--- config.mk ---
export PLATFORM = sky130hd
export DESIGN_NAME = fp_flag_top
export DESIGN_NICKNAME = d
export VERILOG_FILES = /design/src/hdl/fp_config_pkg.sv /design/src/hdl/fp_types_pkg.sv /design/src/hdl/fp_decode.sv /design/src/hdl/fp_compare_unit.sv /design/src/hdl/fp_minmax_unit.sv /design/src/hdl/fflag_mux.sv /design/src/hdl/fp_retire.sv /design/src/hdl/fp_flag_top.sv
export SDC_FILE = /design/constraint.sdc
export NUM_CORES = 1
export LEC_CHECK = 0
export ABC_AREA = 1
export BUFFER_PORTS_ARGS = -buffer_cell sky130_fd_sc_hd__buf_4
export CORE_ASPECT_RATIO = 0.75
export CORE_MARGIN = 5
export CORE_UTILIZATION = 50
export DETAILED_ROUTE_END_ITERATION = 8
export GPL_TIMING_DRIVEN = 0
export HOLD_SLACK_MARGIN = 0.02
export PLACE_DENSITY_LB_ADDON = 0.08
export SLEW_MARGIN = 10
export SYNTH_ARGS = -nofsm -noshare
export SYNTH_HDL_FRONTEND = slang
export SYNTH_SLANG_ARGS = --single-unit
export TNS_END_PERCENT = 5
--- constraint.sdc ---
create_clock -name clk -period 6.87 [get_ports clk]
set_input_delay 1.374 -clock clk [delete_from_list [all_inputs] [get_ports clk]]
set_output_delay 1.374 -clock clk [all_outputs]
set_load 0.01 [all_outputs]
--- src/hdl/fp_config_pkg.sv ---
/* Sizing constants for the FP compare and min/max retirement path */

package fp_config_pkg;

  // ####################################################################
  // Tag space
  // ####################################################################
  localparam int MAX_IDS = 8;             // Tags in flight, queue and table depth
  localparam int ID_W    = 3;             // Tag width, 2**ID_W == MAX_IDS

  // ####################################################################
  // Data widths
  // ####################################################################
  localparam int FLEN     = 32;           // Single precision operand/result
  localparam int FFLAGS_W = 5;            // NV DZ OF UF NX

endpackage

--- src/hdl/fp_types_pkg.sv ---
/* Opcodes, exception flag layout and float helpers for the compare and min/max ops */

package fp_types_pkg;
  import fp_config_pkg::*;

  typedef enum logic [2:0] {
    OP_FEQ  = 3'd0,
    OP_FLT  = 3'd1,
    OP_FLE  = 3'd2,
    OP_FMIN = 3'd3,
    OP_FMAX = 3'd4
  } fp_op_t;

  localparam int FLAG_NV = 4;             // Invalid operation
  localparam int FLAG_DZ = 3;             // Divide by zero
  localparam int FLAG_OF = 2;             // Overflow
  localparam int FLAG_UF = 1;             // Underflow
  localparam int FLAG_NX = 0;             // Inexact

  localparam logic [FLEN-1:0] CANON_NAN = 32'h7fc0_0000;

  function automatic logic f_is_nan(input logic [FLEN-1:0] x);
    return (&x[30:23]) && (|x[22:0]);     // Exp all ones, mantissa nonzero
  endfunction

  function automatic logic f_is_snan(input logic [FLEN-1:0] x);
    return f_is_nan(x) && !x[22];         // Quiet bit clear
  endfunction

  // Ordered less-than, +0 and -0 equal, NaN not handled here
  function automatic logic f_lt(input logic [FLEN-1:0] a, input logic [FLEN-1:0] b);
    if ((a[FLEN-2:0] == '0) && (b[FLEN-2:0] == '0))
      return 1'b0;
    if (a[FLEN-1] != b[FLEN-1])
      return a[FLEN-1];                   // Negative side is smaller
    if (a[FLEN-1])
      return a[FLEN-2:0] > b[FLEN-2:0];   // Both negative, larger magnitude smaller
    return a[FLEN-2:0] < b[FLEN-2:0];
  endfunction

  // These ops only ever raise NV
  function automatic logic [FFLAGS_W-1:0] f_mk_fflags(input logic nv);
    logic [FFLAGS_W-1:0] f;
    f          = '0;
    f[FLAG_NV] = nv;
    f[FLAG_DZ] = 1'b0;
    f[FLAG_OF] = 1'b0;
    f[FLAG_UF] = 1'b0;
    f[FLAG_NX] = 1'b0;
    return f;
  endfunction

endpackage

--- src/hdl/fp_decode.sv ---
/* Decode: accepts instructions, hands out round-robin tags, tracks in-flight
   count and dispatches to the compare or min/max unit */

module fp_decode import fp_config_pkg::*, fp_types_pkg::*; (
  input  logic            clk,
  input  logic            rst_n,
  input  logic            in_valid,
  output logic            in_ready,
  input  fp_op_t          in_op,
  input  logic [FLEN-1:0] in_a,
  input  logic [FLEN-1:0] in_b,
  input  logic            retire_pulse,
  output logic            cmp_issue,
  output logic            mm_issue,
  output logic [ID_W-1:0] issue_id,
  output fp_op_t          issue_op,
  output logic [FLEN-1:0] issue_a,
  output logic [FLEN-1:0] issue_b,
  output logic            ord_push,
  output logic [ID_W-1:0] ord_id,
  output logic            ord_wb_float
);

  logic [ID_W:0]   inflight;              // 0..MAX_IDS
  logic [ID_W-1:0] next_id;
  logic            accept;
  logic            is_mm;

  assign in_ready = (inflight < MAX_IDS);                 // Room for another tag
  assign accept   = in_valid && in_ready;
  assign is_mm    = (in_op == OP_FMIN) || (in_op == OP_FMAX);

  // ####################################################################
  // Dispatch, same cycle as the input transfer
  // ####################################################################
  assign cmp_issue    = accept && !is_mm;
  assign mm_issue     = accept && is_mm;
  assign issue_id     = next_id;
  assign issue_op     = in_op;
  assign issue_a      = in_a;
  assign issue_b      = in_b;
  assign ord_push     = accept;           // Order queue entry alongside issue
  assign ord_id       = next_id;
  assign ord_wb_float = is_mm;            // Min/max writes a float result

  always_ff @(posedge clk) begin
    if (!rst_n) begin
      inflight <= '0;
      next_id  <= '0;
    end else begin
      if (accept)
        next_id <= next_id + 1'b1;        // Wraps at MAX_IDS
      case ({accept, retire_pulse})
        2'b10:   inflight <= inflight + 1'b1;
        2'b01:   inflight <= inflight - 1'b1;
        default: ;                        // Both or neither, no change
      endcase
    end
  end

  a_inflight_bound: assert property (@(posedge clk) disable iff (!rst_n)
    inflight <= MAX_IDS);

endmodule

--- src/hdl/fp_compare_unit.sv ---
/* Single-cycle feq/flt/fle unit, integer 0/1 result with NV detection */

module fp_compare_unit import fp_config_pkg::*, fp_types_pkg::*; (
  input  logic                clk,
  input  logic                rst_n,
  input  logic                issue,
  input  logic [ID_W-1:0]     issue_id,
  input  fp_op_t              issue_op,
  input  logic [FLEN-1:0]     issue_a,
  input  logic [FLEN-1:0]     issue_b,
  output logic                wb_valid,
  output logic [ID_W-1:0]     wb_id,
  output logic [FLEN-1:0]     wb_result,
  output logic [FFLAGS_W-1:0] wb_fflags
);

  logic any_nan, any_snan;
  logic lt, gt, eq;
  logic res, nv;

  always_comb begin
    any_nan  = f_is_nan(issue_a) || f_is_nan(issue_b);
    any_snan = f_is_snan(issue_a) || f_is_snan(issue_b);
    lt       = f_lt(issue_a, issue_b);
    gt       = f_lt(issue_b, issue_a);
    eq       = !lt && !gt;                // Covers +0 == -0
    case (issue_op)
      OP_FEQ: begin
        res = eq && !any_nan;
        nv  = any_snan;                   // Quiet NaN is fine for feq
      end
      OP_FLT: begin
        res = lt && !any_nan;
        nv  = any_nan;                    // Signaling compare
      end
      OP_FLE: begin
        res = (lt || eq) && !any_nan;
        nv  = any_nan;
      end
      default: begin
        res = 1'b0;
        nv  = 1'b0;
      end
    endcase
  end

  always_ff @(posedge clk) begin
    if (!rst_n)
      wb_valid <= 1'b0;
    else
      wb_valid <= issue;                  // One cycle latency
  end

  always_ff @(posedge clk) begin
    if (issue) begin
      wb_id     <= issue_id;
      wb_result <= {{(FLEN-1){1'b0}}, res};
      wb_fflags <= f_mk_fflags(nv);
    end
  end

endmodule

--- src/hdl/fp_minmax_unit.sv ---
/* Two-stage fmin/fmax pipeline, classify and compare then select with NaN rules */

module fp_minmax_unit import fp_config_pkg::*, fp_types_pkg::*; (
  input  logic                clk,
  input  logic                rst_n,
  input  logic                issue,
  input  logic [ID_W-1:0]     issue_id,
  input  fp_op_t              issue_op,
  input  logic [FLEN-1:0]     issue_a,
  input  logic [FLEN-1:0]     issue_b,
  output logic                wb_valid,
  output logic [ID_W-1:0]     wb_id,
  output logic [FLEN-1:0]     wb_result,
  output logic [FFLAGS_W-1:0] wb_fflags
);

  logic            s1_valid;
  logic [ID_W-1:0] s1_id;
  fp_op_t          s1_op;
  logic [FLEN-1:0] s1_a, s1_b;
  logic            s1_a_nan, s1_b_nan, s1_a_lt, s1_nv;
  logic            a_lt;
  logic [FLEN-1:0] sel;

  // -0 ranks below +0 here, unlike the compare unit
  assign a_lt = f_lt(issue_a, issue_b) ||
                ((issue_a[FLEN-2:0] == '0) && (issue_b[FLEN-2:0] == '0) &&
                 issue_a[FLEN-1] && !issue_b[FLEN-1]);

  // ####################################################################
  // Stage 1, classify and compare
  // ####################################################################
  always_ff @(posedge clk) begin
    if (issue) begin
      s1_id    <= issue_id;
      s1_op    <= issue_op;
      s1_a     <= issue_a;
      s1_b     <= issue_b;
      s1_a_nan <= f_is_nan(issue_a);
      s1_b_nan <= f_is_nan(issue_b);
      s1_a_lt  <= a_lt;
      s1_nv    <= f_is_snan(issue_a) || f_is_snan(issue_b);
    end
  end

  // ####################################################################
  // Stage 2, select and write back
  // ####################################################################
  always_comb begin
    if (s1_a_nan && s1_b_nan)
      sel = CANON_NAN;
    else if (s1_a_nan)
      sel = s1_b;                         // Other operand wins
    else if (s1_b_nan)
      sel = s1_a;
    else if (s1_op == OP_FMIN)
      sel = s1_a_lt ? s1_a : s1_b;
    else
      sel = s1_a_lt ? s1_b : s1_a;
  end

  always_ff @(posedge clk) begin
    if (!rst_n) begin
      s1_valid <= 1'b0;
      wb_valid <= 1'b0;
    end else begin
      s1_valid <= issue;
      wb_valid <= s1_valid;               // Two cycles after issue
    end
  end

  always_ff @(posedge clk) begin
    if (s1_valid) begin
      wb_id     <= s1_id;
      wb_result <= sel;
      wb_fflags <= f_mk_fflags(s1_nv);
    end
  end

  // Decode must only steer min/max ops here
  a_mm_op: assert property (@(posedge clk) disable iff (!rst_n)
    s1_valid |-> (s1_op inside {OP_FMIN, OP_FMAX}));

endmodule

--- src/hdl/fflag_mux.sv ---
/* Per-unit exception flag tables indexed by tag, read out for the retiring head */

module fflag_mux import fp_config_pkg::*; (
  input  logic                clk,
  input  logic                cmp_wb_valid,
  input  logic [ID_W-1:0]     cmp_wb_id,
  input  logic [FFLAGS_W-1:0] cmp_wb_fflags,
  input  logic                mm_wb_valid,
  input  logic [ID_W-1:0]     mm_wb_id,
  input  logic [FFLAGS_W-1:0] mm_wb_fflags,
  input  logic                head_pop,
  input  logic [ID_W-1:0]     head_id,
  input  logic                head_wb_float,
  output logic [FFLAGS_W-1:0] fflags
);

  logic [FFLAGS_W-1:0] cmp_fflags_table [MAX_IDS];   // Integer writeback unit
  logic [FFLAGS_W-1:0] mm_fflags_table  [MAX_IDS];   // Float writeback unit

  always_ff @(posedge clk) begin
    if (cmp_wb_valid)
      cmp_fflags_table[cmp_wb_id] <= cmp_wb_fflags;
    if (mm_wb_valid)
      mm_fflags_table[mm_wb_id] <= mm_wb_fflags;
  end

  always_comb begin
    if (head_pop)
      fflags = head_wb_float ? mm_fflags_table[head_id] : cmp_fflags_table[head_id];
    else
      fflags = '0;                        // Nothing to accrue
  end

endmodule

--- src/hdl/fp_retire.sv ---
/* In-order retirement, issue-order queue, done bits and result table with
   valid/ready output and sticky accrued flags */

module fp_retire import fp_config_pkg::*; (
  input  logic                clk,
  input  logic                rst_n,
  input  logic                ord_push,
  input  logic [ID_W-1:0]     ord_id,
  input  logic                ord_wb_float,
  input  logic                cmp_wb_valid,
  input  logic [ID_W-1:0]     cmp_wb_id,
  input  logic [FLEN-1:0]     cmp_wb_result,
  input  logic                mm_wb_valid,
  input  logic [ID_W-1:0]     mm_wb_id,
  input  logic [FLEN-1:0]     mm_wb_result,
  output logic                out_valid,
  input  logic                out_ready,
  output logic [ID_W-1:0]     out_id,
  output logic [FLEN-1:0]     out_result,
  output logic                retire_pulse,
  output logic                head_pop,
  output logic [ID_W-1:0]     head_id,
  output logic                head_wb_float,
  input  logic [FFLAGS_W-1:0] fflags,
  output logic [FFLAGS_W-1:0] fflags_accrued
);

  logic [ID_W-1:0]    ord_id_q    [MAX_IDS];   // Issue-order tags
  logic               ord_float_q [MAX_IDS];   // Writeback kind per entry
  logic [FLEN-1:0]    res_table   [MAX_IDS];   // Results by tag
  logic [MAX_IDS-1:0] done;
  logic [ID_W-1:0]    rd_ptr, wr_ptr;
  logic [ID_W:0]      count;

  assign head_id       = ord_id_q[rd_ptr];
  assign head_wb_float = ord_float_q[rd_ptr];
  assign out_valid     = (count != '0) && done[head_id];   // Head finished
  assign head_pop      = out_valid && out_ready;
  assign retire_pulse  = head_pop;
  assign out_id        = head_id;
  assign out_result    = res_table[head_id];  // Stable, tag not reused while live

  // ####################################################################
  // Storage, no reset
  // ####################################################################
  always_ff @(posedge clk) begin
    if (ord_push) begin
      ord_id_q[wr_ptr]    <= ord_id;
      ord_float_q[wr_ptr] <= ord_wb_float;
    end
    if (cmp_wb_valid)
      res_table[cmp_wb_id] <= cmp_wb_result;
    if (mm_wb_valid)
      res_table[mm_wb_id] <= mm_wb_result;
  end

  // ####################################################################
  // Queue control, completion and accrued flags
  // ####################################################################
  always_ff @(posedge clk) begin
    if (!rst_n) begin
      rd_ptr         <= '0;
      wr_ptr         <= '0;
      count          <= '0;
      done           <= '0;
      fflags_accrued <= '0;
    end else begin
      if (ord_push)
        wr_ptr <= wr_ptr + 1'b1;
      if (head_pop) begin
        rd_ptr         <= rd_ptr + 1'b1;
        done[head_id]  <= 1'b0;
        fflags_accrued <= fflags_accrued | fflags;   // Sticky
      end
      if (cmp_wb_valid)
        done[cmp_wb_id] <= 1'b1;
      if (mm_wb_valid)
        done[mm_wb_id] <= 1'b1;
      case ({ord_push, head_pop})
        2'b10:   count <= count + 1'b1;
        2'b01:   count <= count - 1'b1;
        default: ;
      endcase
    end
  end

  // A tag completes once per trip through the queue
  a_cmp_once: assert property (@(posedge clk) disable iff (!rst_n)
    cmp_wb_valid |-> !done[cmp_wb_id]);
  a_mm_once: assert property (@(posedge clk) disable iff (!rst_n)
    mm_wb_valid |-> !done[mm_wb_id]);

endmodule

--- src/hdl/fp_flag_top.sv ---
/* Top level of the FP compare and min/max path with exception flag tracking */

module fp_flag_top import fp_config_pkg::*, fp_types_pkg::*; (
  input  logic                clk,
  input  logic                rst_n,
  input  logic                in_valid,
  output logic                in_ready,
  input  fp_op_t              in_op,
  input  logic [FLEN-1:0]     in_a,
  input  logic [FLEN-1:0]     in_b,
  output logic                out_valid,
  input  logic                out_ready,
  output logic [ID_W-1:0]     out_id,
  output logic [FLEN-1:0]     out_result,
  output logic [FFLAGS_W-1:0] fflags_accrued
);

  logic                cmp_issue, mm_issue;       // Dispatch
  logic [ID_W-1:0]     issue_id;
  fp_op_t              issue_op;
  logic [FLEN-1:0]     issue_a, issue_b;
  logic                ord_push, ord_wb_float;    // Order queue push
  logic [ID_W-1:0]     ord_id;
  logic                retire_pulse;
  logic                cmp_wb_valid, mm_wb_valid; // Writebacks
  logic [ID_W-1:0]     cmp_wb_id, mm_wb_id;
  logic [FLEN-1:0]     cmp_wb_result, mm_wb_result;
  logic [FFLAGS_W-1:0] cmp_wb_fflags, mm_wb_fflags;
  logic                head_pop, head_wb_float;   // Head flag lookup
  logic [ID_W-1:0]     head_id;
  logic [FFLAGS_W-1:0] fflags;

  fp_decode u_decode (.*);

  fp_compare_unit u_cmp (
    .clk, .rst_n, .issue(cmp_issue), .issue_id, .issue_op, .issue_a, .issue_b,
    .wb_valid(cmp_wb_valid), .wb_id(cmp_wb_id), .wb_result(cmp_wb_result),
    .wb_fflags(cmp_wb_fflags)
  );

  fp_minmax_unit u_mm (
    .clk, .rst_n, .issue(mm_issue), .issue_id, .issue_op, .issue_a, .issue_b,
    .wb_valid(mm_wb_valid), .wb_id(mm_wb_id), .wb_result(mm_wb_result),
    .wb_fflags(mm_wb_fflags)
  );

  fflag_mux u_fflag_mux (.*);

  fp_retire u_retire (.*);

endmodule

==> results of run 1 <==
[placed cells by master, fill, tap and decap left out, drive strengths merged, types with 2 or more instances in the layout]
master	n
a221oi	23
nor2	353
conb	4
a211oi	2
dfxtp	32
bufinv	3
xor2	2
nand4	42
clkinv	20
buf	153
a21oi	48
inv	190
nor3	7
xnor2	2
edfxtp	419
a21o	2
a32o	2
nand3b	9
nand3	70
o21ai	34
fa	2
a22oi	60
a22o	10
and3	3
clkbuf	91
nor4	4
ha	39
nand2	329
[synthesized netlist by cell type, types with 2 or more instances]
master	number
edfxtp_1	419
nor2_1	348
nand2_1	318
inv_1	180
a22oi_1	60
nand3_1	58
a21oi_1	47
nand4_1	42
ha_1	39
clkbuf_1	36
o21ai_0	34
dfxtp_1	32
buf_2	19
a221oi_1	18
nand3_2	12
a22o_1	10
nand3b_1	9
nand2_2	8
buf_4	7
buf_6	7
nor3_1	7
inv_2	6
a221oi_2	5
nor4_1	4
and3_1	3
nand2_4	3
nor2_8	3
a211oi_1	2
a21o_1	2
a32o_1	2
buf_1	2
clkinv_1	2
fa_1	2
xnor2_1	2
xor2_1	2
[report_power, final]
group / internal [mW] / total, mW / switching [mW]
logic: 0.615 / 1.68 / 1.07
clock network: 1.34 / 2.36 / 1.03
registers: 3.13 / 3.19 / 0.0622
[final cells by class]
type	instances	area, um2	share of cell area (%)
Sequential cell	451	13200	58.3
Multi-Input combinational cell	1051	5340	23.5
Clock buffer	55	1180	5.22
Timing Repair Buffer	117	1010	4.45
Inverter	189	714	3.15
Tap cell	512	641	2.82
Buffer	72	384	1.69
Clock inverter	24	198	0.871
[routing by layer]
metal  GRT usage, %  vias to the layer above
li1               -                     6366
met1           37.5                     6601
met2           37.8                      608
met3           4.22                       74
met4           4.98                        0
met5              0                        -
[final timing paths]
path	from	end	slack (ns)	cells after the start
max reg2reg	register	u_retire.count[3]$_SDFFE_PN0P_	3.46	20
min reg2reg	u_mm.s1_id[1]$_DFFE_PP_	u_mm.wb_id[1]$_DFFE_PP_	0.42	0
min	u_mm.s1_id[1]$_DFFE_PP_	u_mm.wb_id[1]$_DFFE_PP_	0.42	0
max	register	out_result[2]	2.24	14
[cells by family after synthesis]
family	synth area share, %
xor+xnor	0.179
other cells	0.0191
buf+inv	5.60
flops	67.4
fa+ha+maj	2.69
compound gates	6.36
simple gates	17.8
[sequential cells by signal (all words and copies together) (netlist names), 3 cells and up, named ones only]
signal	flops
u_mm.wb_result	32
u_retire.res_table	256
u_retire.ord_float_q	8
u_fflag_mux.mm_fflags_table	8
u_retire.wr_ptr	3
u_decode.issue_id	3
u_retire.count	4
u_mm.s1_id	3
u_retire.rd_ptr	3
u_mm.s1_a	32
u_mm.s1_b	32
u_retire.ord_id_q	24
u_mm.s1_op	3
u_decode.inflight	4
u_fflag_mux.cmp_fflags_table	8
u_mm.wb_id	3
u_retire.done	8
u_cmp.wb_id	3
==> flow_metrics.py, run 1 <==
metrics = {
    "timing": {
        "finalWorstSetupSlack_ns": 2.24,
        "finalClockSkew_ns": 0.0196,
        "maxSlewHeadroom_pct": 39.0,
        "fmaxAchievable_ghz": 0.216,
        "finalSetupViolations": 0,
        "min_period_ns": 4.63,
        "holdWs_ns": 0.421,
        "worstMarginPinSlew_ns": 0.916,
        "drv_slew": 0,
        "hold_violations": 0,
        "rsz0062_at_grt": "no",
        "fin_setup_tns_ns": 0,
        "fin_crit_sh_pct": 67.3,
    },
    "global_route": {
        "grt.total_usage_pct": 24.7,
        "first_global_vias": 13200,
        "antenna_found_initial": 0,
        "grt_max_degree": 38,
        "grt-ovfl-total": 0,
        "grt_pass1_wl_mm": 81.1,
    },
    "clock_tree": {
        "clkLatencyLatePin_ns": 0.56,
        "cts_resized": 0,
        "ctsHoldBuffers": 0,
        "numCtsBuffers": 45,
        "post_cts_buffers": 0,
        "cts.htree.levels": 2,
        "cts_max_path_buffers": 3,
        "cts_tree": "built",
        "clock-sinks": 451,
        "cts-root-buf": "clkbuf_16",
        "clk_pin_slew_worst_paths_ns": 0.06,
    },
    "detailed_routing": {
        "drc_errors": 0,
        "wl_mm": 54.2,
        "wl_met3_mm": 5.33,
        "drtIter0Drc": 1580,
        "viasPerCell": 5.52,
        "wl_met1_mm": 23.5,
        "highest_layer": "met4",
        "postRouteAntennaNets": 0,
        "vias": 13600,
        "wl_per_cell_um": 22.0,
        "routed-wl-met2_mm": 24.4,
        "dr.pass1.iters": 5,
    },
    "placement": {
        "dp_slack_ns": 2.83,
        "io_buffer_count": 107,
        "gp_congestion": 0.873,
        "dp.cells": 2392,
        "placed_area_um2": 21300,
        "hpwl_mm": 37.5,
    },
    "logic_synthesis": {
        "avgSynthCellArea_um2": 11.2,
        "synth_area_leaders": "edfxtp_1, nor2_1, nand2_1, inv_1, dfxtp_1",
        "synth-seq-cells": 451,
        "synth_top_cell_by_area": "edfxtp_1",
        "ys.warnings.count": 0,
        "postSynthCellCount": 1760,
        "synth-edff-count": 419,
        "synth_top_area_share_pct": 64.1,
        "syn-cell-area_um2": 19600,
        "synth_cell_type_count": 45,
        "ys.flop_type": "edfxtp_1",
        "async_flop_share_pct": 0,
        "yosysSeqAreaShare_pct": 67.4,
    },
    "finish": {
        "final_util_pct": 58.9,
        "nNetsFinal": 2039,
        "areaGrowthSynthToFinish_pct": 15.6,
        "drive_gt1_share_pct": 13.5,
        "fin_cells": 2471,
        "fillers": 3157,
        "diodes": 0,
        "stdcell_area_um2": 22700,
    },
    "power_and_ir_drop": {
        "leakage_nw": 8.93,
        "power_density_nw_per_um2": 319,
        "ir_drop_v": 0.000250,
        "p_total_mw": 7.24,
    },
    "worst_setup_path": {
        "start_kind": "register",
        "end_kind": "primary output",
        "critical_path_required_ns": 5.50,
        "cp.arrival_ns": 3.25,
        "worst-path-max-fanout": 10,
        "crit_chain": "buf_6 > inv_6 > buf_8 > nand2_1 > nand3_2 > nand3_1 > nand2_2 > nor2_1 > nand2_1 > inv_1 > buf_2 > a22oi_1 > nand4_1 > buf_4",
        "critical_path.max_stage_delay_ns": 0.46,
        "cpMostUsedCell": "nand2_1",
        "critPathBufInv": 6,
        "cp_top_family": "buffers and inverters",
        "crit_type": "reg -> out",
        "crit_slowest_cell": "buf_2",
    },
    "die": {
        "die-area_um2": 43400,
        "boundaryPins": 113,
        "core_um2": 38600,
        "initial_core_util_pct": 50.9,
        "fp-row-count": 62,
        "die_x_um": 239,
        "die_height_um": 182,
    },
    "run": {
        "maxCapViolations": 0,
    },
    "run_status": {
        "status": "finished, final reports clean",
    },
    "hold_path": {
        "hp-class": "reg -> reg",
    },
}
No activity file was read; power rests on OpenSTA's default activity.
==> run 2: changes to the inputs <==
Clock period 6.87 ns to 4.1 ns, I/O delays scaled along.
==> flow_metrics.py, run 2 (synthesis gave the netlist of run 1 again) <==
metrics = {
    "die": {
        "die_height_um": 182,
        "fp-row-count": 62,
        "die_x_um": 239,
        "die-area_um2": 43400,
        "initial_core_util_pct": 50.9,
        "boundaryPins": 113,
        "core_um2": 38600,
    },
    "worst_setup_path": {
        "reg2reg_to": "u_decode.inflight[3]$_SDFFE_PN0P_",
        "crit_type": "reg -> out",
        "start_kind": "register",
        "critical_path_required_ns": 3.28,
        "worst-path-max-fanout": 10,
        "reg2reg_depth": 23,
        "end_kind": "primary output",
        "cp.arrival_ns": 3.11,
        "r2r_setup_slack_ns": 0.76,
    },
    "clock_tree": {
        "clk_pin_slew_worst_paths_ns": 0.06,
        "cts-root-buf": "clkbuf_16",
        "cts_max_path_buffers": 3,
        "cts_tree": "built",
        "clkLatencyLatePin_ns": 0.57,
        "clock-sinks": 451,
        "numCtsBuffers": 45,
        "cts.htree.levels": 2,
        "post_cts_buffers": 0,
    },
    "detailed_routing": {
        "drc_errors": 0,
        "dr.pass1.iters": 5,
        "wl_mm": 54.2,
        "postRouteAntennaNets": 0,
        "vias": 13700,
        "wl_per_cell_um": 22.0,
        "viasPerCell": 5.54,
        "drtIter0Drc": 1359,
    },
    "run": {
        "maxCapViolations": 0,
    },
    "power_and_ir_drop": {
        "leakage_nw": 8.89,
        "power_density_nw_per_um2": 531,
        "ir_drop_v": 0.000327,
    },
    "timing": {
        "hold_violations": 0,
        "finalWorstSetupSlack_ns": 0.174,
        "fmaxAchievable_ghz": 0.255,
        "min_period_ns": 3.93,
        "maxSlewHeadroom_pct": 38.7,
        "holdWs_ns": 0.417,
        "worstMarginPinSlew_ns": 0.920,
        "fin_crit_sh_pct": 95.7,
        "finalSetupViolations": 0,
        "fin_setup_tns_ns": 0,
        "finalClockSkew_ns": 0.0148,
        "drv_slew": 0,
        "rsz0062_at_grt": "no",
    },
    "placement": {
        "hpwl_mm": 37.5,
        "dp_slack_ns": 0.688,
        "gp_congestion": 0.891,
        "io_buffer_count": 107,
        "placed_area_um2": 21300,
    },
    "global_route": {
        "grt-ovfl-total": 0,
        "antenna_found_initial": 0,
        "grt.total_usage_pct": 25.0,
        "grt_max_degree": 38,
        "first_global_vias": 13300,
        "grt_pass1_wl_mm": 82.2,
    },
    "finish": {
        "areaGrowthSynthToFinish_pct": 15.4,
        "top_register": "u_retire.res_table",
        "stdcell_area_um2": 22700,
        "largest_reg_flops": 256,
        "drive_gt1_share_pct": 13.2,
        "diodes": 0,
        "nNetsFinal": 2039,
        "final_util_pct": 58.8,
        "final_cell_mix": "edfxtp_1, nor2_1, nand2_1",
        "layout_commonest_cell": "edfxtp_1",
    },
    "run_status": {
        "status": "finished, final reports clean",
    },
    "hold_path": {
        "hold_start": "u_mm.s1_id[0]$_DFFE_PP_",
        "holdPathEnd": "u_mm.wb_id[0]$_DFFE_PP_",
        "holdPathStages": 0,
        "hp-class": "reg -> reg",
    },
}
[run 2: cell count changes in the layout (fill, tap and decap cells not counted), sizes merged]
| cell | previous run | this run |
|---|---|---|
| clkbuf | 91 | 99 |
| clkinv | 20 | 15 |
| buf | 153 | 150 |
| bufinv | 3 | 1 |
| inv | 190 | 188 |
| clkinvlp | 0 | 1 |
[run 2: area by class of cell]
cell class	count	area, um2
Buffer	72	392
Clock buffer	60	1230
Clock inverter	16	98.8
Fill cell	3261	15900
Inverter	189	714
Multi-Input combinational cell	1051	5340
Sequential cell	451	13200
Tap cell	512	641
Timing Repair Buffer	117	1010
[run 2: how the worst max path moves through the flow]
| stage | slack, ns | from | cells past startpoint | end |
|---|---|---|---|---|
| 2_1_floorplan | 0.18 | in_op[0] | 5 | u_mm.s1_a[0]$_DFFE_PP_ |
| 3_3_place_gp | -1.50 | u_cmp.wb_id[2]$_DFFE_PP_ | 3 | u_retire.res_table[1][25]$_SDFFCE_PN0P_ |
| 3_5_place_dp | 0.69 | register | 12 | out_result[28] |
| 4_1_cts | 0.08 | register | 12 | out_result[28] |
| 5_1_grt | 0.02 | register | 14 | out_result[6] |
| 6_report | 0.17 | register | 10 | out_result[1] |
[run 2: through the flow]
| stage | cells | power (mW) |
|---|---|---|
| after CTS | 2468 | 12.1 |
| final | 2468 | 12.0 |
| after global placement | 2382 | 8.22 |
| after detailed placement | 2392 | 8.27 |
| after floorplan | 1763 | 7.02 |
| after global routing | 2468 | 12.5 |
[run 2: worst max-delay path, cell delays in order (launching register included)]
cell,delay [ns]
dfxtp_1,0.48
inv_1,0.20
nand3_1,0.14
nand2_1,0.15
buf_6,0.18
nand3_1,0.29
inv_2,0.12
clkbuf_4,0.26
a221oi_2,0.42
nand3_1,0.13
buf_4,0.17
[run 2: metal layers]
| layer | wire length, um | GRT usage [%] |
|---|---|---|
| met2 | 24300 | 38.1 |
| met5 | 0 | 0 |
| met1 | 23500 | 37.7 |
| met3 | 5420 | 4.56 |
| met4 | 994 | 5.58 |
[run 2: repair_timing]
action	4_1_cts	5_1_grt
hold buffers	0	0
setup endpoints to repair	0	15
gates resized for setup	0	4
[run 2: power breakdown]
part / total, mW / switching, mW / internal [mW]
combinational: 2.81 / 1.78 / 1.03
clock: 3.87 / 1.70 / 2.16
sequential: 5.35 / 0.105 / 5.24
==> run 3: changes to the inputs <==
Settings changed: CTS_BUF_LIST from default to sky130_fd_sc_hd__clkbuf_16.
==> flow_metrics.py, run 3 (synthesis gave the netlist of run 1 again) <==
metrics = {
    "run_status": {
        "status": "finished, final reports clean",
    },
    "timing": {
        "hold_violations": 0,
        "maxSlewHeadroom_pct": 39.7,
        "fmaxAchievable_ghz": 0.255,
        "fin_setup_tns_ns": 0,
        "finalSetupViolations": 0,
        "fin_crit_sh_pct": 95.5,
        "finalClockSkew_ns": 0.0138,
        "min_period_ns": 3.92,
        "drv_slew": 0,
        "worstMarginPinSlew_ns": 0.905,
        "rsz0062_at_grt": "no",
    },
    "placement": {
        "dp.cells": 2392,
        "gp_congestion": 0.891,
        "io_buffer_count": 107,
        "hpwl_mm": 37.5,
    },
    "global_route": {
        "grt.total_usage_pct": 25.0,
        "grt_pass1_wl_mm": 82.3,
        "grt-ovfl-total": 0,
        "grt_max_degree": 38,
        "first_global_vias": 13300,
        "antenna_found_initial": 0,
    },
    "power_and_ir_drop": {
        "seqPwrFrac_pct": 44.6,
        "p_sw_mw": 3.59,
        "switching_share_pct": 29.9,
        "clockPowerShare_pct": 31.9,
        "intPower_mw": 8.39,
        "power_density_nw_per_um2": 529,
        "leakage_nw": 8.94,
        "combPwrFrac_pct": 23.5,
        "ir_drop_v": 0.000327,
    },
    "clock_tree": {
        "cts.htree.levels": 2,
        "clkLatencyLatePin_ns": 0.57,
        "cts_max_path_buffers": 3,
        "cts_tree": "built",
        "cts-root-buf": "clkbuf_16",
        "clock-sinks": 451,
        "clk_pin_slew_worst_paths_ns": 0.06,
        "numCtsBuffers": 45,
    },
    "finish": {
        "layout_commonest_cell": "edfxtp_1",
        "fillers": 3262,
        "fin_cells": 2468,
        "top_register": "u_retire.res_table",
        "drive_gt1_share_pct": 13.2,
        "nNetsFinal": 2039,
        "largest_reg_flops": 256,
        "areaGrowthSynthToFinish_pct": 15.4,
        "final_cell_mix": "edfxtp_1, nor2_1, nand2_1",
        "diodes": 0,
    },
    "hold_path": {
        "hold_start": "u_mm.s1_id[0]$_DFFE_PP_",
        "hp-class": "reg -> reg",
    },
    "detailed_routing": {
        "drc_errors": 0,
        "wl_per_cell_um": 22.0,
        "vias": 13700,
        "postRouteAntennaNets": 0,
        "dr.pass1.iters": 5,
        "viasPerCell": 5.56,
        "wl_mm": 54.2,
        "drtIter0Drc": 1466,
    },
    "die": {
        "die_x_um": 239,
        "die-area_um2": 43400,
        "core_um2": 38600,
        "fp-row-count": 62,
        "die_height_um": 182,
        "boundaryPins": 113,
        "initial_core_util_pct": 50.9,
    },
    "worst_setup_path": {
        "critical_path_required_ns": 3.28,
        "critical_path.max_stage_delay_ns": 0.38,
        "end_kind": "primary output",
        "crit_slowest_cell": "buf_2",
        "worst-path-max-fanout": 10,
        "crit_chain": "buf_6 > inv_6 > buf_8 > nand2_1 > nand3_2 > nand3_1 > nand2_2 > nor2_1 > nand2_1 > inv_1 > buf_2 > a22oi_1 > nand4_1 > buf_4",
        "start_kind": "register",
        "cp_top_family": "buffers and inverters",
        "cpMostUsedCell": "nand2_1",
        "crit_type": "reg -> out",
        "cp.arrival_ns": 3.10,
        "critPathBufInv": 6,
    },
    "run": {
        "maxCapViolations": 0,
    },
}
[run 3: cell count changes in the layout (fill, tap and decap cells not counted)]
cell,change
clkbuf_1,-12
clkbuf_8,-1
inv_1,+12
inv_2,+1
[run 3: path summary, 6_finish.rpt]
kind                                       end  slack, ns  depth (start not counted)
max                              out_result[6]       0.18                         14
min                    u_mm.wb_id[0]$_DFFE_PP_       0.41                          0
max reg2reg  u_decode.inflight[3]$_SDFFE_PN0P_       0.75                         23
min reg2reg            u_mm.wb_id[0]$_DFFE_PP_       0.41                          0
[run 3: final cells by class]
cell class	instances	area [um2]	area share, %
inverters	189	714	3.15
clock buffers	47	1180	5.19
well taps	512	641	2.83
clock inverters	29	148	0.652
multi-input cells	1051	5340	23.6
repair buffers	117	1010	4.46
plain buffers	72	392	1.73
flip-flops and latches	451	13200	58.4
[run 3: through the flow]
stage	power (mW)	hold slack, ns	utilization (%)	instance area [um2]	worst slack, ns
finish	12.0	0.415	58.7	22600	0.183
floorplan	7.02	0.400	-	19600	0.181
detailed placement	8.27	0.408	55.3	21300	0.688
CTS	12.0	0.421	58.7	22600	0.0757
global placement	8.22	0.405	54.7	21100	-1.50
global route	12.5	0.422	58.7	22600	0.0160
[run 3: layer usage]
metal | share of wire [%] | GRT usage [%] | up-vias
met1 | 44 | 37.7 | 6661
met4 | 1.8 | 5.58 | 0
met3 | 9.3 | 4.56 | 73
li1 | - | - | 6374
met2 | 45 | 38.1 | 608
met5 | 0 | 0 | -
[run 3: what timing repair did]
| item | in CTS | in global routing |
|---|---|---|
| buffers inserted | 0 | 0 |
| endpoints found under the setup margin | 0 | 15 |
| gates resized for setup | 0 | 4 |
| hold buffers | 0 | 0 |
| hold endpoints to repair | 0 | 0 |
[run 3: worst register-to-register path, stage by stage, from the launching register on]
cell and delay [ns]:
dfxtp_1 0.31, buf_6 0.14, inv_6 0.08, buf_8 0.13
nand2_1 0.07, nand3_2 0.07, nand3_1 0.10, nand2_2 0.20
nor2_1 0.11, nand2_1 0.10, nand2_2 0.09, nor2_8 0.19
nand2_4 0.10, nor2_8 0.16, ha_1 0.30, ha_1 0.31
nand2_1 0.07, nor2_1 0.04, a211oi_1 0.26, nor2_1 0.07
nor2_1 0.09, nand2_1 0.07, o21ai_0 0.14, a21oi_1 0.05
[run 3: power groups by stage]
| stage | clock (mW) | combinational [mW] | sequential, mW |
|---|---|---|---|
| detailed placement | 0 | 2.82 | 5.45 |
| finish | 3.82 | 2.81 | 5.35 |
| global placement | 0 | 2.77 | 5.45 |
| CTS | 3.86 | 2.83 | 5.35 |
| floorplan | 0 | 1.60 | 5.41 |
| global route | 4.04 | 3.08 | 5.37 |
